### src/source/matmul_macros.svh
`ifndef MATMUL_MACROS_SVH
`define MATMUL_MACROS_SVH

// matrix shape: A is L x M, B is M x N, so C is L x N
`define MATMUL_L 3
`define MATMUL_M 4
`define MATMUL_N 2

// every element is a 32-bit unsigned word and all arithmetic wraps
`define MATMUL_DATA_W 32

// operand memory keeps A row-major followed by B_T row-major
`define MATMUL_DEPTH ((`MATMUL_L * `MATMUL_M) + (`MATMUL_N * `MATMUL_M))
`define MATMUL_ADDR_W (($clog2(`MATMUL_DEPTH) > 0) ? $clog2(`MATMUL_DEPTH) : 1)

// index widths stay at least one bit wide so a 1-row or 1-column shape still builds
`define MATMUL_ROW_W (($clog2(`MATMUL_L) > 0) ? $clog2(`MATMUL_L) : 1)
`define MATMUL_COL_W (($clog2(`MATMUL_N) > 0) ? $clog2(`MATMUL_N) : 1)

// first word of B_T, directly after the last word of A
`define MATMUL_B_BASE (`MATMUL_L * `MATMUL_M)

`endif
### src/source/matmul_pkg.sv
`default_nettype none

`include "matmul_macros.svh"

package matmul_pkg;

    // one host write into the operand memory
    typedef struct packed {
        logic [`MATMUL_ADDR_W-1:0] addr;
        logic [`MATMUL_DATA_W-1:0] data;
    } mem_write_t;

    // read request from one engine, held until the arbiter serves it
    typedef struct packed {
        logic                      req;
        logic [`MATMUL_ADDR_W-1:0] addr;
    } mem_read_req_t;

    // read data steered back to the engine that was granted
    typedef struct packed {
        logic                      valid;
        logic [`MATMUL_DATA_W-1:0] data;
    } mem_read_rsp_t;

    // one element of C that an engine has to compute
    typedef struct packed {
        logic [`MATMUL_ROW_W-1:0] row;
        logic [`MATMUL_COL_W-1:0] col;
    } engine_job_t;

    // one finished element of C, tagged with its position
    typedef struct packed {
        logic [`MATMUL_ROW_W-1:0]  row;
        logic [`MATMUL_COL_W-1:0]  col;
        logic [`MATMUL_DATA_W-1:0] value;
    } result_t;

    // both FSMs share this package, so the state names carry a prefix
    typedef enum logic [2:0] {
        ENG_IDLE,
        ENG_FETCH_A,
        ENG_FETCH_B,
        ENG_ACCUM,
        ENG_HOLD
    } engine_state_e;

    typedef enum logic [1:0] {
        SCHED_IDLE,
        SCHED_RUN,
        SCHED_FINISH
    } sched_state_e;

endpackage

`default_nettype wire

### src/source/matmul_top.sv
`timescale 1ns/100ps
`default_nettype none

`include "matmul_macros.svh"

module matmul_top (
    input  wire logic                    vector_mult_done,
    input  wire logic                    reset,
    input  wire logic                    load,
    input  wire matmul_pkg::mem_write_t  load_word,
    input  wire logic                    start,
    output logic                         result_valid,
    output matmul_pkg::result_t          result,
    output logic                         done
);

    // shared memory read port after arbitration
    logic                       read_en;
    logic [`MATMUL_ADDR_W-1:0]  read_addr;
    logic [`MATMUL_DATA_W-1:0]  read_data;

    // per engine request and response paths
    matmul_pkg::mem_read_req_t  req_0;
    matmul_pkg::mem_read_req_t  req_1;
    matmul_pkg::mem_read_rsp_t  rsp_0;
    matmul_pkg::mem_read_rsp_t  rsp_1;

    // scheduler to engine job dispatch, one job bus shared by both engines
    matmul_pkg::engine_job_t    job;
    logic                       job_valid_0;
    logic                       job_valid_1;
    logic                       busy_0;
    logic                       busy_1;

    // engine results waiting for the scheduler
    matmul_pkg::result_t        eng_result_0;
    matmul_pkg::result_t        eng_result_1;
    logic                       result_ready_0;
    logic                       result_ready_1;
    logic                       result_ack_0;
    logic                       result_ack_1;

    operand_mem mem (
        .vector_mult_done(vector_mult_done), .reset(reset),
        .write_valid(load), .write(load_word),
        .read_en(read_en), .read_addr(read_addr), .read_data(read_data)
    );

    mem_arbiter arbiter (
        .vector_mult_done(vector_mult_done), .reset(reset),
        .req_0(req_0), .req_1(req_1), .rsp_0(rsp_0), .rsp_1(rsp_1),
        .read_en(read_en), .read_addr(read_addr), .read_data(read_data)
    );

    dot_engine engine_0 (
        .vector_mult_done(vector_mult_done), .reset(reset),
        .job_valid(job_valid_0), .job(job), .busy(busy_0),
        .mem_req(req_0), .mem_rsp(rsp_0),
        .result_ready(result_ready_0), .result(eng_result_0), .result_ack(result_ack_0)
    );

    dot_engine engine_1 (
        .vector_mult_done(vector_mult_done), .reset(reset),
        .job_valid(job_valid_1), .job(job), .busy(busy_1),
        .mem_req(req_1), .mem_rsp(rsp_1),
        .result_ready(result_ready_1), .result(eng_result_1), .result_ack(result_ack_1)
    );

    job_scheduler scheduler (
        .vector_mult_done(vector_mult_done), .reset(reset), .start(start),
        .job_valid_0(job_valid_0), .job_valid_1(job_valid_1), .job(job),
        .busy_0(busy_0), .busy_1(busy_1),
        .result_ready_0(result_ready_0), .result_ready_1(result_ready_1),
        .result_0(eng_result_0), .result_1(eng_result_1),
        .result_ack_0(result_ack_0), .result_ack_1(result_ack_1),
        .result_valid(result_valid), .result(result), .done(done)
    );

endmodule

`default_nettype wire

### src/source/job_scheduler.sv
`timescale 1ns/100ps
`default_nettype none

`include "matmul_macros.svh"

module job_scheduler (
    input  wire logic                     vector_mult_done,
    input  wire logic                     reset,
    input  wire logic                     start,
    output logic                          job_valid_0,
    output logic                          job_valid_1,
    output matmul_pkg::engine_job_t       job,
    input  wire logic                     busy_0,
    input  wire logic                     busy_1,
    input  wire logic                     result_ready_0,
    input  wire logic                     result_ready_1,
    input  wire matmul_pkg::result_t      result_0,
    input  wire matmul_pkg::result_t      result_1,
    output logic                          result_ack_0,
    output logic                          result_ack_1,
    output logic                          result_valid,
    output matmul_pkg::result_t           result,
    output logic                          done
);

    localparam int TOTAL = `MATMUL_L * `MATMUL_N;
    localparam int CNT_W = $clog2(TOTAL + 1);

    matmul_pkg::sched_state_e state;

    // next (row, col) to hand out, walked in row-major order
    logic [`MATMUL_ROW_W-1:0] next_row;
    logic [`MATMUL_COL_W-1:0] next_col;
    logic                     all_issued;
    logic [CNT_W-1:0]         acked;
    logic                     issue;
    logic                     last_job;

    // a new job goes to an idle engine, engine 0 first, one job per cycle
    assign job_valid_0 = (state == matmul_pkg::SCHED_RUN) && !all_issued && !busy_0;
    assign job_valid_1 = (state == matmul_pkg::SCHED_RUN) && !all_issued && !busy_1
                         && !job_valid_0;
    assign issue       = job_valid_0 || job_valid_1;
    assign job.row     = next_row;
    assign job.col     = next_col;
    assign last_job    = (next_row == `MATMUL_ROW_W'(`MATMUL_L - 1))
                         && (next_col == `MATMUL_COL_W'(`MATMUL_N - 1));

    // one result per cycle, and engine 0 wins when both are waiting
    assign result_ack_0 = (state == matmul_pkg::SCHED_RUN) && result_ready_0;
    assign result_ack_1 = (state == matmul_pkg::SCHED_RUN) && result_ready_1
                          && !result_ready_0;

    always_ff @(posedge vector_mult_done) begin
        if (reset) begin
            state        <= matmul_pkg::SCHED_IDLE;
            next_row     <= '0;
            next_col     <= '0;
            all_issued   <= 1'b0;
            acked        <= '0;
            result_valid <= 1'b0;
            done         <= 1'b0;
        end else begin
            result_valid <= result_ack_0 || result_ack_1;
            // done rises the cycle after the last result_valid and lasts one cycle
            done         <= (state == matmul_pkg::SCHED_FINISH);
            case (state)
                matmul_pkg::SCHED_IDLE: begin
                    if (start) begin
                        state      <= matmul_pkg::SCHED_RUN;
                        next_row   <= '0;
                        next_col   <= '0;
                        all_issued <= 1'b0;
                        acked      <= '0;
                    end
                end
                matmul_pkg::SCHED_RUN: begin
                    // start is not looked at here, a second strobe mid-run has no effect
                    if (issue) begin
                        if (last_job) begin
                            all_issued <= 1'b1;
                        end else if (next_col == `MATMUL_COL_W'(`MATMUL_N - 1)) begin
                            next_col <= '0;
                            next_row <= next_row + 1'b1;
                        end else begin
                            next_col <= next_col + 1'b1;
                        end
                    end
                    if (result_ack_0 || result_ack_1) begin
                        acked <= acked + 1'b1;
                        if (acked == CNT_W'(TOTAL - 1)) begin
                            state <= matmul_pkg::SCHED_FINISH;
                        end
                    end
                end
                default: begin
                    state <= matmul_pkg::SCHED_IDLE;
                end
            endcase
        end
    end

    // the tagged element is registered together with result_valid
    always_ff @(posedge vector_mult_done) begin
        if (result_ack_0) begin
            result <= result_0;
        end else if (result_ack_1) begin
            result <= result_1;
        end
    end

endmodule

`default_nettype wire

### src/source/dot_engine.sv
`timescale 1ns/100ps
`default_nettype none

`include "matmul_macros.svh"

module dot_engine (
    input  wire logic                       vector_mult_done,
    input  wire logic                       reset,
    input  wire logic                       job_valid,
    input  wire matmul_pkg::engine_job_t    job,
    output logic                            busy,
    output matmul_pkg::mem_read_req_t       mem_req,
    input  wire matmul_pkg::mem_read_rsp_t  mem_rsp,
    output logic                            result_ready,
    output matmul_pkg::result_t             result,
    input  wire logic                       result_ack
);

    localparam int ADDR_W = `MATMUL_ADDR_W;
    localparam int K_W    = (`MATMUL_M > 1) ? $clog2(`MATMUL_M) : 1;

    matmul_pkg::engine_state_e state;
    matmul_pkg::engine_job_t   cur_job;

    // k walks along the shared inner dimension
    logic [K_W-1:0]            k;
    logic [`MATMUL_DATA_W-1:0] a_val;
    logic [`MATMUL_DATA_W-1:0] b_val;
    logic [`MATMUL_DATA_W-1:0] acc;
    logic [ADDR_W-1:0]         a_addr;
    logic [ADDR_W-1:0]         b_addr;

    // A[row][k] sits at row*M + k and B_T[col][k] at B_BASE + col*M + k
    assign a_addr = ADDR_W'(cur_job.row) * ADDR_W'(`MATMUL_M) + ADDR_W'(k);
    assign b_addr = ADDR_W'(`MATMUL_B_BASE) + ADDR_W'(cur_job.col) * ADDR_W'(`MATMUL_M)
                    + ADDR_W'(k);

    // the request stays up for the whole fetch state, the arbiter decides when it is served
    assign mem_req.req  = (state == matmul_pkg::ENG_FETCH_A)
                          || (state == matmul_pkg::ENG_FETCH_B);
    assign mem_req.addr = (state == matmul_pkg::ENG_FETCH_B) ? b_addr : a_addr;

    assign busy         = (state != matmul_pkg::ENG_IDLE);
    assign result_ready = (state == matmul_pkg::ENG_HOLD);

    // acc is frozen in HOLD, which keeps the presented result stable until the ack
    assign result.row   = cur_job.row;
    assign result.col   = cur_job.col;
    assign result.value = acc;

    always_ff @(posedge vector_mult_done) begin
        if (reset) begin
            state <= matmul_pkg::ENG_IDLE;
        end else begin
            case (state)
                matmul_pkg::ENG_IDLE: begin
                    // the scheduler only strobes an engine that reports not busy
                    if (job_valid) begin
                        state <= matmul_pkg::ENG_FETCH_A;
                    end
                end
                matmul_pkg::ENG_FETCH_A: begin
                    if (mem_rsp.valid) begin
                        state <= matmul_pkg::ENG_FETCH_B;
                    end
                end
                matmul_pkg::ENG_FETCH_B: begin
                    if (mem_rsp.valid) begin
                        state <= matmul_pkg::ENG_ACCUM;
                    end
                end
                matmul_pkg::ENG_ACCUM: begin
                    if (k == K_W'(`MATMUL_M - 1)) begin
                        state <= matmul_pkg::ENG_HOLD;
                    end else begin
                        state <= matmul_pkg::ENG_FETCH_A;
                    end
                end
                matmul_pkg::ENG_HOLD: begin
                    if (result_ack) begin
                        state <= matmul_pkg::ENG_IDLE;
                    end
                end
                default: begin
                    state <= matmul_pkg::ENG_IDLE;
                end
            endcase
        end
    end

    // datapath registers load with a new job and then step along with the FSM
    always_ff @(posedge vector_mult_done) begin
        if (state == matmul_pkg::ENG_IDLE && job_valid) begin
            cur_job <= job;
            k       <= '0;
            acc     <= '0;
        end
        if (state == matmul_pkg::ENG_FETCH_A && mem_rsp.valid) begin
            a_val <= mem_rsp.data;
        end
        if (state == matmul_pkg::ENG_FETCH_B && mem_rsp.valid) begin
            b_val <= mem_rsp.data;
        end
        if (state == matmul_pkg::ENG_ACCUM) begin
            // the product is truncated to 32 bits, so the sum wraps modulo 2^32
            acc <= acc + a_val * b_val;
            if (k != K_W'(`MATMUL_M - 1)) begin
                k <= k + 1'b1;
            end
        end
    end

endmodule

`default_nettype wire

### src/source/mem_arbiter.sv
`timescale 1ns/100ps
`default_nettype none

`include "matmul_macros.svh"

module mem_arbiter (
    input  wire logic                       vector_mult_done,
    input  wire logic                       reset,
    input  wire matmul_pkg::mem_read_req_t  req_0,
    input  wire matmul_pkg::mem_read_req_t  req_1,
    output matmul_pkg::mem_read_rsp_t       rsp_0,
    output matmul_pkg::mem_read_rsp_t       rsp_1,
    output logic                            read_en,
    output logic [`MATMUL_ADDR_W-1:0]       read_addr,
    input  wire logic [`MATMUL_DATA_W-1:0]  read_data
);

    // prio set means engine 1 wins the next tie
    logic prio;
    // one read is in flight and rd_owner names the engine it belongs to
    logic rd_pending;
    logic rd_owner;
    logic req_ok_0;
    logic req_ok_1;
    logic grant_0;
    logic grant_1;

    // an engine keeps its request up until its data arrives, so while its own read
    // is in flight the slot is cleared and the other engine can use that cycle
    assign req_ok_0 = req_0.req && !(rd_pending && !rd_owner);
    assign req_ok_1 = req_1.req && !(rd_pending && rd_owner);

    // round robin between the two engines, at most one grant per cycle
    assign grant_0 = req_ok_0 && (!req_ok_1 || !prio);
    assign grant_1 = req_ok_1 && (!req_ok_0 || prio);

    assign read_en   = grant_0 || grant_1;
    assign read_addr = grant_1 ? req_1.addr : req_0.addr;

    always_ff @(posedge vector_mult_done) begin
        if (reset) begin
            prio       <= 1'b0;
            rd_pending <= 1'b0;
            rd_owner   <= 1'b0;
        end else begin
            rd_pending <= read_en;
            if (read_en) begin
                rd_owner <= grant_1;
                // the engine just served drops to the lower priority
                prio     <= grant_0;
            end
        end
    end

    // registered memory data goes back only to the engine that was granted
    assign rsp_0.valid = rd_pending && !rd_owner;
    assign rsp_0.data  = read_data;
    assign rsp_1.valid = rd_pending && rd_owner;
    assign rsp_1.data  = read_data;

endmodule

`default_nettype wire

### src/source/operand_mem.sv
`timescale 1ns/100ps
`default_nettype none

`include "matmul_macros.svh"

module operand_mem (
    input  wire logic                       vector_mult_done,
    input  wire logic                       reset,
    input  wire logic                       write_valid,
    input  wire matmul_pkg::mem_write_t     write,
    input  wire logic                       read_en,
    input  wire logic [`MATMUL_ADDR_W-1:0]  read_addr,
    output logic      [`MATMUL_DATA_W-1:0]  read_data
);

    // A occupies the low addresses and B_T follows from MATMUL_B_BASE
    logic [`MATMUL_DATA_W-1:0] mem [`MATMUL_DEPTH];

    // host writes land at the same edge, loads only happen while the multiplier is idle
    always_ff @(posedge vector_mult_done) begin
        if (write_valid) begin
            mem[write.addr] <= write.data;
        end
    end

    // a single read port, so the arbiter has already chosen the one address
    // that is looked up this cycle and the word comes out one cycle later
    always_ff @(posedge vector_mult_done) begin
        if (reset) begin
            read_data <= '0;
        end else if (read_en) begin
            read_data <= mem[read_addr];
        end
    end

endmodule

`default_nettype wire

### config.mk
export PLATFORM = sky130hd
export DESIGN_NAME = matmul_top
export DESIGN_NICKNAME = d
export VERILOG_FILES = /design/src/source/matmul_pkg.sv /design/src/source/matmul_top.sv /design/src/source/job_scheduler.sv /design/src/source/dot_engine.sv /design/src/source/mem_arbiter.sv /design/src/source/operand_mem.sv
export VERILOG_INCLUDE_DIRS = /design/src /design/src/source
export SDC_FILE = /design/constraint.sdc
export NUM_CORES = 2
export LEC_CHECK = 0
export ABC_AREA = 1
export BUFFER_PORTS_ARGS = -buffer_cell sky130_fd_sc_hd__buf_2
export CORE_MARGIN = 2
export CORE_UTILIZATION = 40
export CTS_CLUSTER_SIZE = 14
export DETAILED_ROUTE_END_ITERATION = 12
export SYNTH_ARGS = -nofsm -noshare
export SYNTH_HDL_FRONTEND = slang
export SYNTH_SLANG_ARGS = --single-unit
### constraint.sdc
create_clock -name vector_mult_done -period 8.6 [get_ports vector_mult_done]
set_clock_uncertainty 0.05 [all_clocks]
set_input_delay 0.43 -clock vector_mult_done [delete_from_list [all_inputs] [get_ports vector_mult_done]]
set_output_delay 0.43 -clock vector_mult_done [all_outputs]
set_load 0.01 [all_outputs]
; ---- Word-level counts from Yosys, hierarchy flattened
; Memories as Yosys holds them, arrays and structs flattened. A register that Yosys moved wholly into a read port is not among the register bits.
; Cells that the tools add are included.
[word_totals]
out_inout_bits = 37
word_cells = 177
input_bits = 41
ramBits = 640
register_bits = 257
latch_bits = 0
mem_bits_ro = 0
mem_count = 1
[classes]
muxes = 49
n_eq_ne = 31
div = 0
reduce_logical = 54
n_bitwise = 0
multipliers = 2
order_cmp = 0
shifts = 0
addsub = 13
[memory_table]
columns = name, words, word_bits, read_ports, rd_clocked_by_memory_dff, wr, line_no
row1 = mem.mem, 20, 32, 1, 1, 1, operand_mem.sv:17  ; logic [`MATMUL_DATA_W-1:0] mem [`MATMUL_DEPTH];
[op_table]
columns = op, count
row1 = 2-to-1 mux 32 bit, 4
row2 = 2-to-1 mux 35 bit, 2
row3 = adder 32 bit, 2
row4 = multiplier 32 x 32 -> 32 bit, 2
row5 = 2-to-1 mux 3 bit, 12
row6 = case mux 3 bit (5 select lines), 2
row7 = 2-to-1 mux 2 bit, 13
row8 = logical AND 1 bit, 20
row9 = inequality test 2 x 1 -> 1 bit (second input constant), 9
row10 = inequality test 2 bit (second input constant), 8
row11 = AND reduction 4 bit, 4
row12 = 2-to-1 mux 5 bit, 3
row13 = == test 3 x 2 -> 1 bit (second input constant), 4
row14 = logical NOT 1 bit, 11
row15 = adder 4 x 2 -> 5 bit, 2
row16 = adder 4 x 3 -> 5 bit (first input constant), 2
row17 = adder 5 x 2 -> 5 bit, 2
row18 = == test 3 bit (second input constant), 3
row19 = == test 2 bit (second input constant), 4
row20 = 2-to-1 mux 1 bit, 8
row21 = case mux 2 bit (2 select lines), 2
row22 = nonzero test 2 bit, 4
row23 = logical OR 1 bit, 7
row24 = adder 2 x 1 -> 2 bit (second input constant), 3
row25 = 11 further kinds, 16

; ---- Depth between registers and ports, before layout
[logic_depth]
ltp_word = 9
mapped_depth = 35
mapped_depth_nobuf = 33

; ---- By module
; From an unflattened synthesis, not the netlist that was laid out.
[hier_totals]
hier_cells = 8160
hier_area_um2 = 73344.1
[by_module_without_submodules]
columns = module, n_inst, area_per_inst_um2, seq_area_each_um2, cells_each
row1 = operand_mem, 1, 27611.5, 19859.0, 2486
row2 = dot_engine (engine_0), 1, 21543.2, 3072.9, 2691
row3 = dot_engine (engine_1), 1, 21375.5, 3072.9, 2648
row4 = job_scheduler, 1, 2112.0, 1271.2, 235
row5 = mem_arbiter, 1, 701.9, 60.1, 100

; ---- Worst setup path before layout
; No wires, ideal clock.
[synth_timing]
path_kind = flip-flop to flip-flop
from = register engine_0.b_val[3]
to = register engine_0.acc[26] (data pin)
required_time_ps = 8404
slack_ps = 1784
path_stages_with_launch = 28
period_less_slack_ps = 6816
arrival_ps = 6620
cell_sequence = edfxtp_1 clkbuf_1 clkbuf_1 nand2_1 inv_1 fa_1 fa_1 fa_1 inv_1 fa_1 inv_1 fa_1 inv_1 fa_1 inv_1 fa_1 inv_1 fa_1 inv_1 ha_1 nand2_1 nor4_1 nand4_1 nand3_1 a21oi_1 o21ai_0 o21ai_0 a21oi_1
[synth_via]
elab_chain_len = 3
[synth_rtl]
columns = item, line_no
row1 = from (decl), dot_engine.sv:28  ; logic [`MATMUL_DATA_W-1:0] b_val;
row2 = from (signal assigned), dot_engine.sv:102  ; b_val <= mem_rsp.data;
row3 = multiplier 32 x 32 -> 32 bit, dot_engine.sv:106  ; acc <= acc + a_val * b_val;
row4 = adder 32 bit, dot_engine.sv:106
row5 = 2-to-1 mux 32 bit, dot_engine.sv:104  ; if (state == matmul_pkg::ENG_ACCUM) begin
row6 = to (signal assigned), dot_engine.sv:106
row7 = to (decl), dot_engine.sv:29  ; logic [`MATMUL_DATA_W-1:0] acc;
; Every way passes these cells.
; A chain may end at the register's enable or synchronous reset.

; ---- Final worst setup path
[layout_timing]
from = register engine_1.b_val[3]
to = register engine_1.acc[26] (data pin)
[layout_via]
elab_chain_len = 3
[layout_rtl]
columns = item, line_no
row1 = from (decl), dot_engine.sv:28
row2 = from (signal assigned), dot_engine.sv:102
row3 = multiplier 32 x 32 -> 32 bit, dot_engine.sv:106
row4 = adder 32 bit, dot_engine.sv:106
row5 = 2-to-1 mux 32 bit, dot_engine.sv:104
row6 = to (signal assigned), dot_engine.sv:106
row7 = to (decl), dot_engine.sv:29
; Every way passes these cells.

==> impl_results.md <==
* Syn Std Cell Area at 71800 um2
* Antenna-violating nets left at 0
* Worst Slack Setup Final at 709 ps
* Area grow syn2layout at 8.13%
* Max-cap violations at 0
* Yosys cell types at 46
* Top-area cell type share of the netlist area at 0.365
* Final hold violations at 0
* Via count of the first global-routing pass at 50900
* Top post-synthesis cells by area: edfxtp_1 (36%), fa_1 (24%), nand2_1 (13%)
* Count of final setup violators at 0
* Number of cells upsized or downsized after cts at 0
* Average vias per placed instance at 4.92
* Synth Instances at 7860
* Most repeated cell in the gate-level netlist after synthesis: nand2_1
* Endpoint kind of the worst setup timing path: flip-flop
* Worst setup timing slack at the placement stage at 719 ps
* Maximum buffer depth of the clock tree at 3
* Synthesis Warnings at 0
* Clock transition at the registers of the reported paths at 60 ps
* Async set-reset flop share out of synthesis at 0
* Iteration count of the initial detailed-routing pass at 5
* Number of buffers added on ports at 77
* I/O Pins at 78
* Remaining Overflow, GRT at 0
* Startpoint types: flip-flop
* Top cells by count, synth: nand2_1 (2454), inv_1 (1914), fa_1 (876)
* Overall die area at 183000 um2
* H-tree Lvls at 3
* Filler instances at 17200
* Final wirelength at 201 mm
* Number of buffers added for setup after CTS at 0
* Die span in y at 428 um
* Placed wire-length estimate at 142 mm
* Die width at 428 um
* Minimum hold slack at 49.2 ps
* Clock tree root driver cell: clkbuf_16
* Setup repair after global routing missed its margin: no
* Detail-routed net length per standard cell at 19.7 um
* Number of enable-type register cells in the synthesized netlist at 873
* Hold crit path type: in -> reg
* Area leader, netlist: edfxtp_1
* Final worst path period share at 0.918
* Violation count after the first detailed-route iteration at 4527
* Share of post-route cells with drive strength above 1 at 0.0487
* Top achievable clock speed at 127 MHz
* Core ar. at 178000 um2
* Max-slew violations at 0
* DR vias at 50200
* Nets@finish at 8955
* Initial antenna violation count at 16
* Final cell area excluding filler cells at 77700 um2
* Critical setup path kind: reg -> reg
* Syn nets at 9030
* Number of buffers inserted by hold repair at cts at 2
* CTS sink cnt at 929
* Clock tree from TritonCTS: done
* Worst path arrival time at 8300 ps
* Pin count of the biggest net entering global routing at 150
* Number of register bits inferred by synthesis at 929
* Number of CTS-inserted buffers at 96
* Predominant post-synthesis flop cell: edfxtp_1
* Insertion delay to the later sink of the worst-skew pair at 730 ps
* Effective utilization at floorplan at 0.403
* Biggest fanout along the worst timing path at 30
* Slew @ Worst Pin at 1210 ps
* Placement Cell Area at 74600 um2
* Min cycle time layout at 7890 ps
* Mean Syn Cell Area at 9.14 um2
* Result of the run: finished clean
* Required time of the critical path at 9010 ps
* Part of the Yosys area used for sequential elements at 0.381
* Relative max-transition margin at 0.192
* Weighted congestion reported at the end of routability-driven placement at 0.910
* Total Routing Usage GR at 0.225
* Fin Setup TNS at 0 ps
* First-pass GRT wire length at 310 mm
* Standard-cell rows at 155
* Number of DRC violations after detailed routing at 0
[cell usage in the layout, fill, tap and decap left out, types with 36 or more instances in the layout]
master,synthesis,routed
nor2_1,116,90
a21oi_1,122,121
clkbuf_16,0,96
fa_1,876,876
o21bai_1,39,39
o21ai_0,179,179
ha_1,253,253
inv_1,1914,1914
nand2_1,2454,2451
o211ai_1,36,36
buf_4,26,101
nand3_1,390,390
buf_2,56,77
edfxtp_1,873,873
dfxtp_1,56,56
[sequential cells by signal, summed over array words and instances (netlist names), 2 cells and up]
| name | flops |
|---|---|
| engine_0.a_val | 32 |
| engine_0.acc | 32 |
| engine_0.b_val | 32 |
| engine_0.k | 2 |
| engine_0.result | 3 |
| engine_0.state | 3 |
| engine_1.a_val | 32 |
| engine_1.acc | 32 |
| engine_1.b_val | 32 |
| engine_1.k | 2 |
| engine_1.result | 3 |
| engine_1.state | 3 |
| mem.mem | 640 |
| mem.read_data | 32 |
| scheduler.acked | 3 |
| scheduler.next_row | 2 |
| scheduler.result | 35 |
| scheduler.state | 2 |
[metrics by stage]
step,utilization,instances
4_1_cts,0.435,10200
3_3_place_gp,0.418,10000
6_report,0.435,10200
2_1_floorplan,-,7860
3_5_place_dp,0.418,10000
5_1_grt,0.435,10200
[final cells by class]
| cell class | instances | area [um2] | share of cell area |
|---|---|---|---|
| Multi-Input combinational cell | 4625 | 35800 | 0.461 |
| Sequential cell | 929 | 27300 | 0.352 |
| Inverter | 1951 | 7330 | 0.0944 |
| Tap cell | 2355 | 2950 | 0.0379 |
| Clock buffer | 119 | 2510 | 0.0323 |
| Timing Repair Buffer | 182 | 1200 | 0.0155 |
| Clock inverter | 54 | 552 | 0.00710 |
| Antenna cell | 2 | 5.00 | 0.0000644 |
[worst paths after layout]
path / start / end / slack, ps / cells past startpoint
max reg2reg: engine_1.b_val[3] / engine_1.acc[26] / 710 / 25
min: load_word[9] / mem.mem[2][9] / 50 / 1
max: engine_1.b_val[3] / engine_1.acc[26] / 710 / 25
min reg2reg: scheduler.state[1] / scheduler.done / 410 / 2
[routing by layer]
metal	GRT usage	part of all wire	up-vias	wire [um]
met5	0	0.00058	-	116
met3	0.0399	0.070	331	14100
li1	-	-	23400	-
met1	0.304	0.43	24800	85700
met4	0.0630	0.029	18	5780
met2	0.372	0.48	1668	95600
[cell families after synthesis]
logic type,synth area share
xor gates and xnor gates,0.00476
AOI/OAI and AO/OA,0.0360
and+or+nand+nor,0.166
adders and majority gates,0.288
DFF,0.381
buffers and inverters,0.124
[critical path, stage by stage, from the launching register on]
cell,delay [ps]
edfxtp_1,1150
nand2_1,100
inv_1,120
fa_1,440
fa_1,460
fa_1,490
inv_1,70
fa_1,530
inv_1,50
fa_1,490
inv_1,50
fa_1,520
inv_1,50
fa_1,480
inv_1,70
fa_1,480
inv_1,40
ha_1,350
nand4_1,140
nor3_1,540
nand4_1,170
nand3_1,250
a21o_1,180
a21oi_1,90
o21ai_0,160
a21oi_1,60
Power is left out: the tool's default activity adds up to more than one toggle a clock period on the data nets, which glitch-free logic cannot reach.
